**config.mk**
```make
export PLATFORM = sky130hd
export DESIGN_NAME = axi2iob_top
export DESIGN_NICKNAME = d
export VERILOG_FILES = /design/src/hw/axi2iob_pkg.sv /design/src/hw/axi_wr_burst_split.sv /design/src/hw/axi_rd_burst_split.sv /design/src/hw/iob_req_arbiter.sv /design/src/hw/axi2iob_top.sv
export SDC_FILE = /design/constraint.sdc
export NUM_CORES = 1
export LEC_CHECK = 0
export ABC_AREA = 1
export BUFFER_PORTS_ARGS = -buffer_cell sky130_fd_sc_hd__buf_2
export CAP_MARGIN = 20
export CORE_ASPECT_RATIO = 0.75
export CORE_MARGIN = 8
export CORE_UTILIZATION = 41
export CTS_CLUSTER_SIZE = 12
export DETAILED_ROUTE_END_ITERATION = 10
export PLACE_DENSITY_LB_ADDON = 0.2
export SLEW_MARGIN = 20
export SYNTH_ARGS = -nofsm -noshare
export SYNTH_HDL_FRONTEND = slang
export SYNTH_SLANG_ARGS = --single-unit
```
**constraint.sdc**
```tcl
create_clock -name clk_i -period 5.85 [get_ports clk_i]
set_input_delay 0.2925 -clock clk_i [delete_from_list [all_inputs] [get_ports clk_i]]
set_output_delay 0.2925 -clock clk_i [all_outputs]
set_load 0.02 [all_outputs]
```
**src/hw/axi2iob_pkg.sv**
```systemverilog
/*
 * Shared widths, word types and splitter state encodings
 * for the AXI4 to IOb adapter
 */
package axi2iob_pkg;

   localparam int ADDR_W = 32;
   localparam int DATA_W = 32;
   localparam int STRB_W = DATA_W / 8;
   localparam int ID_W   = 8;
   localparam int LEN_W  = 8;
   localparam int SIZE_W = 3;

   typedef logic [ADDR_W-1:0] addr_t;
   typedef logic [DATA_W-1:0] data_t;
   typedef logic [STRB_W-1:0] strb_t;
   typedef logic [ID_W-1:0]   id_t;
   typedef logic [LEN_W-1:0]  len_t;
   typedef logic [SIZE_W-1:0] size_t;

   typedef enum logic [1:0] {
      WR_IDLE,
      WR_DATA,
      WR_RESP
   } wr_state_e;

   typedef enum logic [1:0] {
      RD_IDLE,
      RD_REQ,
      RD_WAIT
   } rd_state_e;

endpackage

```
**src/hw/axi_wr_burst_split.sv**
```systemverilog
/*
 * AXI4 write burst splitter: one single-beat write request per W beat,
 * one B response per burst
 */
module axi_wr_burst_split (
   input  logic                  clk_i,
   input  logic                  arst_i,
   input  axi2iob_pkg::id_t      awid_i,
   input  axi2iob_pkg::addr_t    awaddr_i,
   input  axi2iob_pkg::len_t     awlen_i,
   input  axi2iob_pkg::size_t    awsize_i,
   input  logic                  awvalid_i,
   output logic                  awready_o,
   input  axi2iob_pkg::data_t    wdata_i,
   input  axi2iob_pkg::strb_t    wstrb_i,
   input  logic                  wvalid_i,
   output logic                  wready_o,
   output axi2iob_pkg::id_t      bid_o,
   output logic                  bvalid_o,
   input  logic                  bready_i,
   output logic                  wr_req_o,
   output axi2iob_pkg::addr_t    wr_addr_o,
   output axi2iob_pkg::data_t    wr_data_o,
   output axi2iob_pkg::strb_t    wr_strb_o,
   input  logic                  wr_ack_i
);
   import axi2iob_pkg::*;

   wr_state_e state_q;
   logic      awready_q;
   logic      wready_q;
   logic      bvalid_q;
   logic      wr_req_q;

   id_t       id_q;
   addr_t     addr_q;
   len_t      len_q;
   size_t     size_q;
   data_t     data_q;
   strb_t     strb_q;

   logic      aw_hs;
   logic      w_hs;
   logic      b_hs;
   logic      beat_done;

   assign aw_hs     = awvalid_i & awready_q;
   assign w_hs      = wvalid_i & wready_q;
   assign b_hs      = bvalid_q & bready_i;
   assign beat_done = wr_req_q & wr_ack_i;

   always_ff @(posedge clk_i or posedge arst_i) begin
      if (arst_i) begin
         state_q   <= WR_IDLE;
         awready_q <= 1'b0;
         wready_q  <= 1'b0;
         bvalid_q  <= 1'b0;
         wr_req_q  <= 1'b0;
      end else begin
         case (state_q)
            WR_IDLE: begin
               if (aw_hs) begin
                  awready_q <= 1'b0;
                  wready_q  <= 1'b1;
                  state_q   <= WR_DATA;
               end else begin
                  awready_q <= 1'b1;
               end
            end
            WR_DATA: begin
               if (w_hs) begin
                  wready_q <= 1'b0;
                  wr_req_q <= 1'b1;
               end
               // Remaining count of zero means this was the final beat
               if (beat_done) begin
                  wr_req_q <= 1'b0;
                  if (len_q == '0) begin
                     bvalid_q <= 1'b1;
                     state_q  <= WR_RESP;
                  end else begin
                     wready_q <= 1'b1;
                  end
               end
            end
            WR_RESP: begin
               if (b_hs) begin
                  bvalid_q  <= 1'b0;
                  awready_q <= 1'b1;
                  state_q   <= WR_IDLE;
               end
            end
            default: begin
               state_q <= WR_IDLE;
            end
         endcase
      end
   end

   always_ff @(posedge clk_i) begin
      if (aw_hs) begin
         id_q   <= awid_i;
         addr_q <= awaddr_i;
         len_q  <= awlen_i;
         size_q <= awsize_i;
      end else if (beat_done) begin
         // INCR burst, step by the beat size
         addr_q <= addr_q + (addr_t'(1) << size_q);
         len_q  <= len_q - len_t'(1);
      end
      if (w_hs) begin
         data_q <= wdata_i;
         strb_q <= wstrb_i;
      end
   end

   assign awready_o = awready_q;
   assign wready_o  = wready_q;
   assign bid_o     = id_q;
   assign bvalid_o  = bvalid_q;
   assign wr_req_o  = wr_req_q;
   assign wr_addr_o = addr_q;
   assign wr_data_o = data_q;
   assign wr_strb_o = strb_q;

endmodule

```
**src/hw/axi_rd_burst_split.sv**
```systemverilog
/*
 * AXI4 read burst splitter: one single-beat read request at a time,
 * each returned word registered onto the R channel
 */
module axi_rd_burst_split (
   input  logic                  clk_i,
   input  logic                  arst_i,
   input  axi2iob_pkg::id_t      arid_i,
   input  axi2iob_pkg::addr_t    araddr_i,
   input  axi2iob_pkg::len_t     arlen_i,
   input  axi2iob_pkg::size_t    arsize_i,
   input  logic                  arvalid_i,
   output logic                  arready_o,
   output axi2iob_pkg::id_t      rid_o,
   output axi2iob_pkg::data_t    rdata_o,
   output logic                  rlast_o,
   output logic                  rvalid_o,
   input  logic                  rready_i,
   output logic                  rd_req_o,
   output axi2iob_pkg::addr_t    rd_addr_o,
   input  logic                  rd_ack_i,
   input  logic                  rd_data_valid_i,
   input  axi2iob_pkg::data_t    rd_data_i
);
   import axi2iob_pkg::*;

   rd_state_e state_q;
   logic      arready_q;
   logic      rvalid_q;
   logic      rd_req_q;

   id_t       id_q;
   addr_t     addr_q;
   len_t      len_q;
   size_t     size_q;
   data_t     rdata_q;
   logic      rlast_q;

   logic      ar_hs;
   logic      r_hs;
   logic      data_in;

   assign ar_hs   = arvalid_i & arready_q;
   assign r_hs    = rvalid_q & rready_i;
   assign data_in = rd_data_valid_i & (state_q == RD_WAIT);

   always_ff @(posedge clk_i or posedge arst_i) begin
      if (arst_i) begin
         state_q   <= RD_IDLE;
         arready_q <= 1'b0;
         rvalid_q  <= 1'b0;
         rd_req_q  <= 1'b0;
      end else begin
         case (state_q)
            RD_IDLE: begin
               if (ar_hs) begin
                  arready_q <= 1'b0;
                  rd_req_q  <= 1'b1;
                  state_q   <= RD_REQ;
               end else begin
                  arready_q <= 1'b1;
               end
            end
            RD_REQ: begin
               if (rd_ack_i) begin
                  rd_req_q <= 1'b0;
                  state_q  <= RD_WAIT;
               end
            end
            RD_WAIT: begin
               // Next beat only goes out once the current one is taken
               if (rd_data_valid_i) begin
                  rvalid_q <= 1'b1;
               end else if (r_hs) begin
                  rvalid_q <= 1'b0;
                  if (rlast_q) begin
                     arready_q <= 1'b1;
                     state_q   <= RD_IDLE;
                  end else begin
                     rd_req_q <= 1'b1;
                     state_q  <= RD_REQ;
                  end
               end
            end
            default: begin
               state_q <= RD_IDLE;
            end
         endcase
      end
   end

   always_ff @(posedge clk_i) begin
      if (ar_hs) begin
         id_q   <= arid_i;
         addr_q <= araddr_i;
         len_q  <= arlen_i;
         size_q <= arsize_i;
      end else if (r_hs && !rlast_q) begin
         addr_q <= addr_q + (addr_t'(1) << size_q);
         len_q  <= len_q - len_t'(1);
      end
      if (data_in) begin
         rdata_q <= rd_data_i;
         rlast_q <= (len_q == '0);
      end
   end

   assign arready_o = arready_q;
   assign rid_o     = id_q;
   assign rdata_o   = rdata_q;
   assign rlast_o   = rlast_q;
   assign rvalid_o  = rvalid_q;
   assign rd_req_o  = rd_req_q;
   assign rd_addr_o = addr_q;

endmodule

```
**src/hw/iob_req_arbiter.sv**
```systemverilog
/*
 * Read/write request arbiter driving the IOb master port,
 * read first, with the returned read word held
 */
module iob_req_arbiter (
   input  logic                  clk_i,
   input  logic                  arst_i,
   input  logic                  wr_req_i,
   input  axi2iob_pkg::addr_t    wr_addr_i,
   input  axi2iob_pkg::data_t    wr_data_i,
   input  axi2iob_pkg::strb_t    wr_strb_i,
   output logic                  wr_ack_o,
   input  logic                  rd_req_i,
   input  axi2iob_pkg::addr_t    rd_addr_i,
   output logic                  rd_ack_o,
   output logic                  rd_data_valid_o,
   output axi2iob_pkg::data_t    rd_data_o,
   output logic                  iob_valid_o,
   output axi2iob_pkg::addr_t    iob_addr_o,
   output axi2iob_pkg::data_t    iob_wdata_o,
   output axi2iob_pkg::strb_t    iob_wstrb_o,
   input  logic                  iob_ready_i,
   input  logic                  iob_rvalid_i,
   input  axi2iob_pkg::data_t    iob_rdata_i
);
   import axi2iob_pkg::*;

   logic  rd_out_q;
   logic  wr_hold_q;
   data_t rdata_q;

   logic  rd_go;
   logic  wr_go;
   logic  wr_zero;

   // A write stalled on the bus keeps it, so address and data stay stable
   assign rd_go   = rd_req_i & ~rd_out_q & ~wr_hold_q;
   assign wr_zero = wr_req_i & ~(|wr_strb_i);
   assign wr_go   = wr_req_i & (|wr_strb_i) & ~rd_go;

   assign iob_valid_o = rd_go | wr_go;
   assign iob_addr_o  = rd_go ? rd_addr_i : wr_addr_i;
   assign iob_wdata_o = wr_data_i;
   assign iob_wstrb_o = rd_go ? strb_t'(0) : wr_strb_i;

   // Zero-strobe beat never reaches IOb
   assign wr_ack_o = wr_zero | (wr_go & iob_ready_i);
   assign rd_ack_o = rd_go & iob_ready_i;

   assign rd_data_valid_o = iob_rvalid_i;
   assign rd_data_o       = iob_rvalid_i ? iob_rdata_i : rdata_q;

   always_ff @(posedge clk_i or posedge arst_i) begin
      if (arst_i) begin
         rd_out_q  <= 1'b0;
         wr_hold_q <= 1'b0;
      end else begin
         if (rd_ack_o) begin
            rd_out_q <= 1'b1;
         end else if (iob_rvalid_i) begin
            rd_out_q <= 1'b0;
         end
         if (wr_go) begin
            wr_hold_q <= ~iob_ready_i;
         end
      end
   end

   always_ff @(posedge clk_i) begin
      if (iob_rvalid_i) begin
         rdata_q <= iob_rdata_i;
      end
   end

endmodule

```
**src/hw/axi2iob_top.sv**
```systemverilog
/*
 * AXI4 slave to single-beat IOb master adapter: write and read burst
 * splitters sharing the IOb port through the request arbiter
 */
module axi2iob_top (
   input  logic                  clk_i,
   input  logic                  arst_i,

   input  axi2iob_pkg::id_t      s_axi_awid_i,
   input  axi2iob_pkg::addr_t    s_axi_awaddr_i,
   input  axi2iob_pkg::len_t     s_axi_awlen_i,
   input  axi2iob_pkg::size_t    s_axi_awsize_i,
   input  logic                  s_axi_awvalid_i,
   output logic                  s_axi_awready_o,
   input  axi2iob_pkg::data_t    s_axi_wdata_i,
   input  axi2iob_pkg::strb_t    s_axi_wstrb_i,
   // Burst end comes from the length count, so wlast goes unused
   input  logic                  s_axi_wlast_i,
   input  logic                  s_axi_wvalid_i,
   output logic                  s_axi_wready_o,
   output axi2iob_pkg::id_t      s_axi_bid_o,
   output logic                  s_axi_bvalid_o,
   input  logic                  s_axi_bready_i,

   input  axi2iob_pkg::id_t      s_axi_arid_i,
   input  axi2iob_pkg::addr_t    s_axi_araddr_i,
   input  axi2iob_pkg::len_t     s_axi_arlen_i,
   input  axi2iob_pkg::size_t    s_axi_arsize_i,
   input  logic                  s_axi_arvalid_i,
   output logic                  s_axi_arready_o,
   output axi2iob_pkg::id_t      s_axi_rid_o,
   output axi2iob_pkg::data_t    s_axi_rdata_o,
   output logic                  s_axi_rlast_o,
   output logic                  s_axi_rvalid_o,
   input  logic                  s_axi_rready_i,

   output logic                  iob_valid_o,
   output axi2iob_pkg::addr_t    iob_addr_o,
   output axi2iob_pkg::data_t    iob_wdata_o,
   output axi2iob_pkg::strb_t    iob_wstrb_o,
   input  logic                  iob_ready_i,
   input  logic                  iob_rvalid_i,
   input  axi2iob_pkg::data_t    iob_rdata_i
);
   import axi2iob_pkg::*;

   logic  wr_req;
   addr_t wr_addr;
   data_t wr_data;
   strb_t wr_strb;
   logic  wr_ack;

   logic  rd_req;
   addr_t rd_addr;
   logic  rd_ack;
   logic  rd_data_valid;
   data_t rd_data;

   axi_wr_burst_split u_wr (
      .clk_i    (clk_i),
      .arst_i   (arst_i),
      .awid_i   (s_axi_awid_i),
      .awaddr_i (s_axi_awaddr_i),
      .awlen_i  (s_axi_awlen_i),
      .awsize_i (s_axi_awsize_i),
      .awvalid_i(s_axi_awvalid_i),
      .awready_o(s_axi_awready_o),
      .wdata_i  (s_axi_wdata_i),
      .wstrb_i  (s_axi_wstrb_i),
      .wvalid_i (s_axi_wvalid_i),
      .wready_o (s_axi_wready_o),
      .bid_o    (s_axi_bid_o),
      .bvalid_o (s_axi_bvalid_o),
      .bready_i (s_axi_bready_i),
      .wr_req_o (wr_req),
      .wr_addr_o(wr_addr),
      .wr_data_o(wr_data),
      .wr_strb_o(wr_strb),
      .wr_ack_i (wr_ack)
   );

   axi_rd_burst_split u_rd (
      .clk_i          (clk_i),
      .arst_i         (arst_i),
      .arid_i         (s_axi_arid_i),
      .araddr_i       (s_axi_araddr_i),
      .arlen_i        (s_axi_arlen_i),
      .arsize_i       (s_axi_arsize_i),
      .arvalid_i      (s_axi_arvalid_i),
      .arready_o      (s_axi_arready_o),
      .rid_o          (s_axi_rid_o),
      .rdata_o        (s_axi_rdata_o),
      .rlast_o        (s_axi_rlast_o),
      .rvalid_o       (s_axi_rvalid_o),
      .rready_i       (s_axi_rready_i),
      .rd_req_o       (rd_req),
      .rd_addr_o      (rd_addr),
      .rd_ack_i       (rd_ack),
      .rd_data_valid_i(rd_data_valid),
      .rd_data_i      (rd_data)
   );

   iob_req_arbiter u_arb (
      .clk_i          (clk_i),
      .arst_i         (arst_i),
      .wr_req_i       (wr_req),
      .wr_addr_i      (wr_addr),
      .wr_data_i      (wr_data),
      .wr_strb_i      (wr_strb),
      .wr_ack_o       (wr_ack),
      .rd_req_i       (rd_req),
      .rd_addr_i      (rd_addr),
      .rd_ack_o       (rd_ack),
      .rd_data_valid_o(rd_data_valid),
      .rd_data_o      (rd_data),
      .iob_valid_o    (iob_valid_o),
      .iob_addr_o     (iob_addr_o),
      .iob_wdata_o    (iob_wdata_o),
      .iob_wstrb_o    (iob_wstrb_o),
      .iob_ready_i    (iob_ready_i),
      .iob_rvalid_i   (iob_rvalid_i),
      .iob_rdata_i    (iob_rdata_i)
   );

endmodule

```
---- Word-level counts from Yosys, hierarchy flattened ----
Index checks and enable logic that the tools add are counted.
word-level totals
  bits in registers ....................... 216
  bits of input ports ..................... 180
  output and inout port bits .............. 123
  logic and storage cells ................. 142
operators by class
  add/sub/neg operators ................... 4
  equality and inequality tests ........... 14
  shift operators ......................... 2
  muxes and demuxes ....................... 51
  bitwise operators ....................... 21
  reductions and logical operators ........ 26
operators by type and width
  kind                                                   number
  two-way mux 32 bit                                     6
  adder 32 bit                                           2
  << shifter 1 x 3 -> 32 bit, first input constant       2
  two-way mux 8 bit                                      4
  two-way mux 1 bit                                      25
  nonzero test 2 bit                                     9
  zero test 8 bit                                        2
  two-way mux 2 bit                                      8
  AND reduction 4 bit                                    4
  subtractor 8 x 1 -> 8 bit, second input constant       2
  bitwise AND 1 bit                                      14
  inequality test 2 x 1 -> 1 bit, second input constant  7
  one-hot mux 2 bit (3 select lines)                     2
  one-hot mux 1 bit (2 select lines)                     4
  AND reduction 2 bit                                    4
  inequality test 2 bit, second input constant           3
  AND reduction 6 bit                                    1
  inverter 1 bit                                         5
  == test 2 x 1 -> 1 bit, second input constant          2
  == test 2 bit, second input constant                   2
  zero test 2 bit                                        2
  two-way mux 4 bit                                      1
  OR reduction 4 bit                                     1
  one-hot mux 1 bit (3 select lines)                     1
  other kinds (4)                                        5

---- Longest topological paths before layout ----
  depth in word-level cells ............... 10
  gate-level depth with buffers ........... 13
  depth with buffers taken out ............ 13

---- Cells and area by module ----
A second synthesis with hierarchy kept.
second synthesis, totals
  cells, all modules ...................... 1272
  area, all modules ....................... 11353.4 µm²
by module, submodules not included
  module              times used  cells an instance  area each (µm²)  sequential area each (µm²)
  axi_wr_burst_split  1           523                4809.6           2762.6
  axi_rd_burst_split  1           515                4659.5           2647.5
  iob_req_arbiter     1           234                1884.3           690.7

---- Least setup slack after synthesis ----
OpenSTA, ideal clock, no wires.
  path type ............................... reg2reg
  start ................................... reg u_rd.rvalid_q (netlist: u_rd.rvalid_o)
  end ..................................... reg u_rd.len_q[0], enable pin
  library setup time ...................... 493 ps
  arrival time ............................ 3404 ps
  required time ........................... 5357 ps
  path slack .............................. 1953 ps
  stages on the path, launching flop included .. 3
  buffers on the path ..................... 0
  clock period less this slack ............ 3897 ps
  cells stage by stage .................... dfrtp_1 > nand2_1 > o21ai_0
on the way
  word-level cells in the longest chain between the ends .. 3
RTL lines
  element                       line                       text
  start: declaration            axi_rd_burst_split.sv:29   logic rvalid_q;
  start signal: assignment      axi_rd_burst_split.sv:51   rvalid_q <= 1'b0;
  start signal: assignment      axi_rd_burst_split.sv:73   rvalid_q <= 1'b1;
  start signal: assignment      axi_rd_burst_split.sv:75   rvalid_q <= 1'b0;
  bitwise AND 1 bit             axi_rd_burst_split.sv:44   assign r_hs = rvalid_q & rready_i;
  logical AND 1 bit             axi_rd_burst_split.sv:98   end else if (r_hs && !rlast_q) begin
  nonzero test 2 bit (no line)  n/a
  end signal: assignment        axi_rd_burst_split.sv:96   len_q <= arlen_i;
  end signal: assignment        axi_rd_burst_split.sv:100  len_q <= len_q - len_t'(1);
  end: declaration              axi_rd_burst_split.sv:34   len_t len_q;
No other way between the ends.
A chain may end at the register's enable or synchronous reset.

---- Final worst setup path ----
  start ................................... reg u_arb.wr_hold_q
  end ..................................... out iob_addr_o[14]
on the way
  word-level cells in the longest chain between the ends .. 3
RTL lines
  element                   line                   text
  start: declaration        iob_req_arbiter.sv:29  logic wr_hold_q;
  start signal: assignment  iob_req_arbiter.sv:64  wr_hold_q <= ~iob_ready_i;
  inverter 1 bit            iob_req_arbiter.sv:37  assign rd_go = rd_req_i & ~rd_out_q & ~wr_hold_q;
  bitwise AND 1 bit         iob_req_arbiter.sv:37
  two-way mux 32 bit        iob_req_arbiter.sv:42  assign iob_addr_o = rd_go ? rd_addr_i : wr_addr_i;
  end: declaration          axi2iob_top.sv:38      output axi2iob_pkg::addr_t iob_addr_o,
No other way between the ends.

==> qor.txt <==
Horizontal die dimension: 205.1 um
Detail-routed net length per standard cell: 16.99 um
Most repeated cell in the gate-level netlist after synthesis: sky130_fd_sc_hd__nand2_1
Net Count, Synth: 1500
Worst reg2reg path endpoint: u_rd.rd_addr_o[18]$_DFFE_PP_
Global route overflow: 0
Sequential-to-total area share from yosys stat: 55.46%
Maximum vdd drop: 0.2754 mV
Io pins: 303
Total clock sinks: 216
Depth of the CTS H-tree: 1
Number of optimization iterations in the first detailed-route pass: 9
Register-to-Register Path Depth: 13
Iteration-0 DRC count of the detailed router: 774
Worst Tran Pin Value: 0.9248 ns
Ys async rst share: 6.019%
Nets: 1901
Crit Reg-Reg Startpoint: u_rd.size_q[1]$_DFFE_PP_
Most used flip-flop cell after synthesis: sky130_fd_sc_hd__edfxtp_1
Buffers from clock root to sink, at most: 3
Share of the core filled with cells: 54.85%
Endpoints failing setup: 0
Setup crit end kind: primary output
Die Y: 157.9 um
Count of pins over their slew limit: 0
Total detailed-routing wirelength: 35200 um
Final weighted congestion in routability-driven placement: 0.9016
Ranking of synthesized cells by area: sky130_fd_sc_hd__edfxtp_1 (47%), sky130_fd_sc_hd__nand2_1 (18%), sky130_fd_sc_hd__dfxtp_1 (5.8%)
Minimum clock period after layout: 2.916 ns
Most area-hungry cell type in the Yosys netlist: sky130_fd_sc_hd__edfxtp_1
Hold wc startpoint: s_axi_awlen_i[6]
CTS tree: built
Cts bufs inserted: 24
Post-synthesis cell type count: 43
Area share of the largest cell type after synthesis: 46.68%
Required arrival time at the worst endpoint: 5.56 ns
Number of stages on the worst hold path: 3
Max-capacitance violation count: 0
Total number of vias: 10100
Leakage power figure: 0.006920 uW
Critical Path AT: 2.62 ns
Ys Warns: 0
Total global routing track utilization: 21.19%
Synthesized area: 11000 um2
Max frequency: 343.0 MHz
Antenna violation net count after detailed routing: 0
RSZ-0062 raised after global routing: no
PwrDens: 326.1 nW/um2
Overall die area: 32380 um2
Detailed-route DRC error count: 0
Pin count of the biggest net entering global routing: 61
Std-Cell Core Area: 26680 um2
Number of buffers inserted by post-CTS setup repair: 0
Starting density of the core: 41.24%
Count of port buffers added during placement: 301
# resized after CTS: 0
Worst slew margin: 38.26%
Via count of the first global-routing pass: 9985
Crit start category: flip-flop
Total of flip-flops plus latches after synthesis: 216
DR vias/cell: 4.874
Share of final-layout standard cells stronger than drive strength 1: 22.67%
Share of the clock period used by the worst path: 49.84%
Worst hold path endpoint: u_wr.len_q[6]$_DFFE_PP_
Row count: 52
Clock tree root driver cell: sky130_fd_sc_hd__clkbuf_16
Syn avg cell area: 8.475 um2
Number of synthesized flops with an enable pin: 171
Worst hold margin: 0.02318 ns
Number of antenna violations at the first check in global routing: 3
Number of endpoints with negative hold slack in the final report: 0
Clk pin slew, worst setup/hold paths: 0.06 ns
Result of the run: completed
Source-to-sink clock delay at the later pin of the worst-skew pair: 0.55 ns
Maximum fanout count along the critical path: 49
Dpl hpwl: 25700 um
Post-synthesis instance total: 1298
Type of the worst min-delay path: in2reg
Area growth syn-to-layout: 33.00%
Maximum clock skew at final layout: 0.02084 ns
Top post-synthesis cells by count: sky130_fd_sc_hd__nand2_1 (521), sky130_fd_sc_hd__edfxtp_1 (171), sky130_fd_sc_hd__inv_1 (133), sky130_fd_sc_hd__nand3_1 (111), sky130_fd_sc_hd__nor2_1 (70)
Final-layout setup total negative slack: 0 ns
Category of the critical setup timing path: reg2out
First-pass GRT wire length: 54230 um
Setup slack of the most critical reg-to-reg path: 3.46 ns
==> cell families after synthesis <==
logic type	synth area share [%]
AOI/OAI and AO/OA	3.913
adders and majority gates	2.639
DFF	55.46
and+or+nand+nor	30.74
buffers and inverters	6.210
xor gates and xnor gates	1.035
==> critical path, stage by stage, from the launching register on <==
cell and delay, ns:
sky130_fd_sc_hd__dfrtp_1 0.41, sky130_fd_sc_hd__nor3_4 0.19, sky130_fd_sc_hd__buf_4 0.44, sky130_fd_sc_hd__inv_2 0.32, sky130_fd_sc_hd__o21ai_0 0.45, sky130_fd_sc_hd__buf_2 0.25
==> per-layer routing <==
layer	GRT usage, %	vias up	wire [um]
li1	-	5062	-
met4	3.159	2	429
met2	34.35	362	15940
met3	6.892	33	3393
met5	0	-	12
met1	27.93	4636	15410
==> registers in the layout (all words and copies together), names as in the netlist, 3 cells and up <==
register / flops
u_wr.size_q: 3
u_rd.rdata_o: 32
u_rd.rid_o: 8
u_arb.rdata_q: 32
u_wr.wr_addr_o: 32
u_rd.rd_addr_o: 32
u_wr.bid_o: 8
u_rd.size_q: 3
u_wr.len_q: 8
u_wr.wr_data_o: 32
u_wr.wr_strb_o: 4
u_rd.len_q: 8
==> power breakdown <==
group	total (uW)	leakage [uW]	internal, uW	switching (uW)
registers	2150	0.00204	1970	182
logic	1120	0.00450	400	717
clock network	1510	0.000372	879	627
total	4770	0.00692	3240	1530
==> cells in the final DEF (no fill, tap or decap), types with 32 or more instances in the layout <==
cell,instances
sky130_fd_sc_hd__nor3_1,37
sky130_fd_sc_hd__buf_2,301
sky130_fd_sc_hd__nand2_1,521
sky130_fd_sc_hd__dfxtp_1,32
sky130_fd_sc_hd__o21ai_0,52
sky130_fd_sc_hd__nor2_1,69
sky130_fd_sc_hd__dlygate4sd3_1,96
sky130_fd_sc_hd__edfxtp_1,171
sky130_fd_sc_hd__nand3_1,111
sky130_fd_sc_hd__inv_1,132
==> cell type report <==
| class | instances | area [um2] |
|---|---|---|
| fillers | 2511 | 12050 |
| flip-flops and latches | 216 | 6101 |
| multi-input cells | 912 | 4237 |
| repair buffers | 406 | 2547 |
| clock buffers | 37 | 669.4 |
| inverters | 139 | 523.0 |
| well taps | 351 | 439.2 |
| clock inverters | 6 | 103.9 |
| diodes | 4 | 10.01 |
==> metrics by stage <==
step	total power, uW	area, um2	std cells	setup WS, ns
2_1_floorplan	2871	11000	1298	1.953
3_3_place_gp	3207	12870	1927	3.052
3_5_place_dp	3236	12870	1927	3.062
4_1_cts	4801	14600	2066	2.900
5_1_grt	5032	14630	2069	2.751
6_report	4770	14630	2071	2.934
==> repair_timing <==
| item | CTS | global route |
|---|---|---|
| setup endpoints to repair | 0 | 0 |
| hold endpoints to repair | 108 | 0 |
| hold buffers | 96 | 0 |
==> how the worst max path moves through the flow <==
| stage | from | endpoint | slack [ns] | depth (start not counted) |
|---|---|---|---|---|
| after global placement | iob_rvalid_i | u_rd.rdata_o[21]$_DFFE_PP_ | 3.05 | 5 |
| after floorplan | u_rd.rvalid_o$_DFFE_PP0P_ | u_rd.len_q[0]$_DFFE_PP_ | 1.95 | 2 |
| after CTS | u_arb.wr_hold_q$_DFFE_PP0N_ | iob_addr_o[14] | 2.90 | 5 |
| final | u_arb.wr_hold_q$_DFFE_PP0N_ | iob_addr_o[14] | 2.93 | 5 |
| after detailed placement | iob_rvalid_i | u_rd.rlast_o$_DFFE_PP_ | 3.06 | 5 |
| after global routing | u_arb.wr_hold_q$_DFFE_PP0N_ | iob_addr_o[14] | 2.75 | 5 |
No activity file was read; power rests on OpenSTA's default activity.
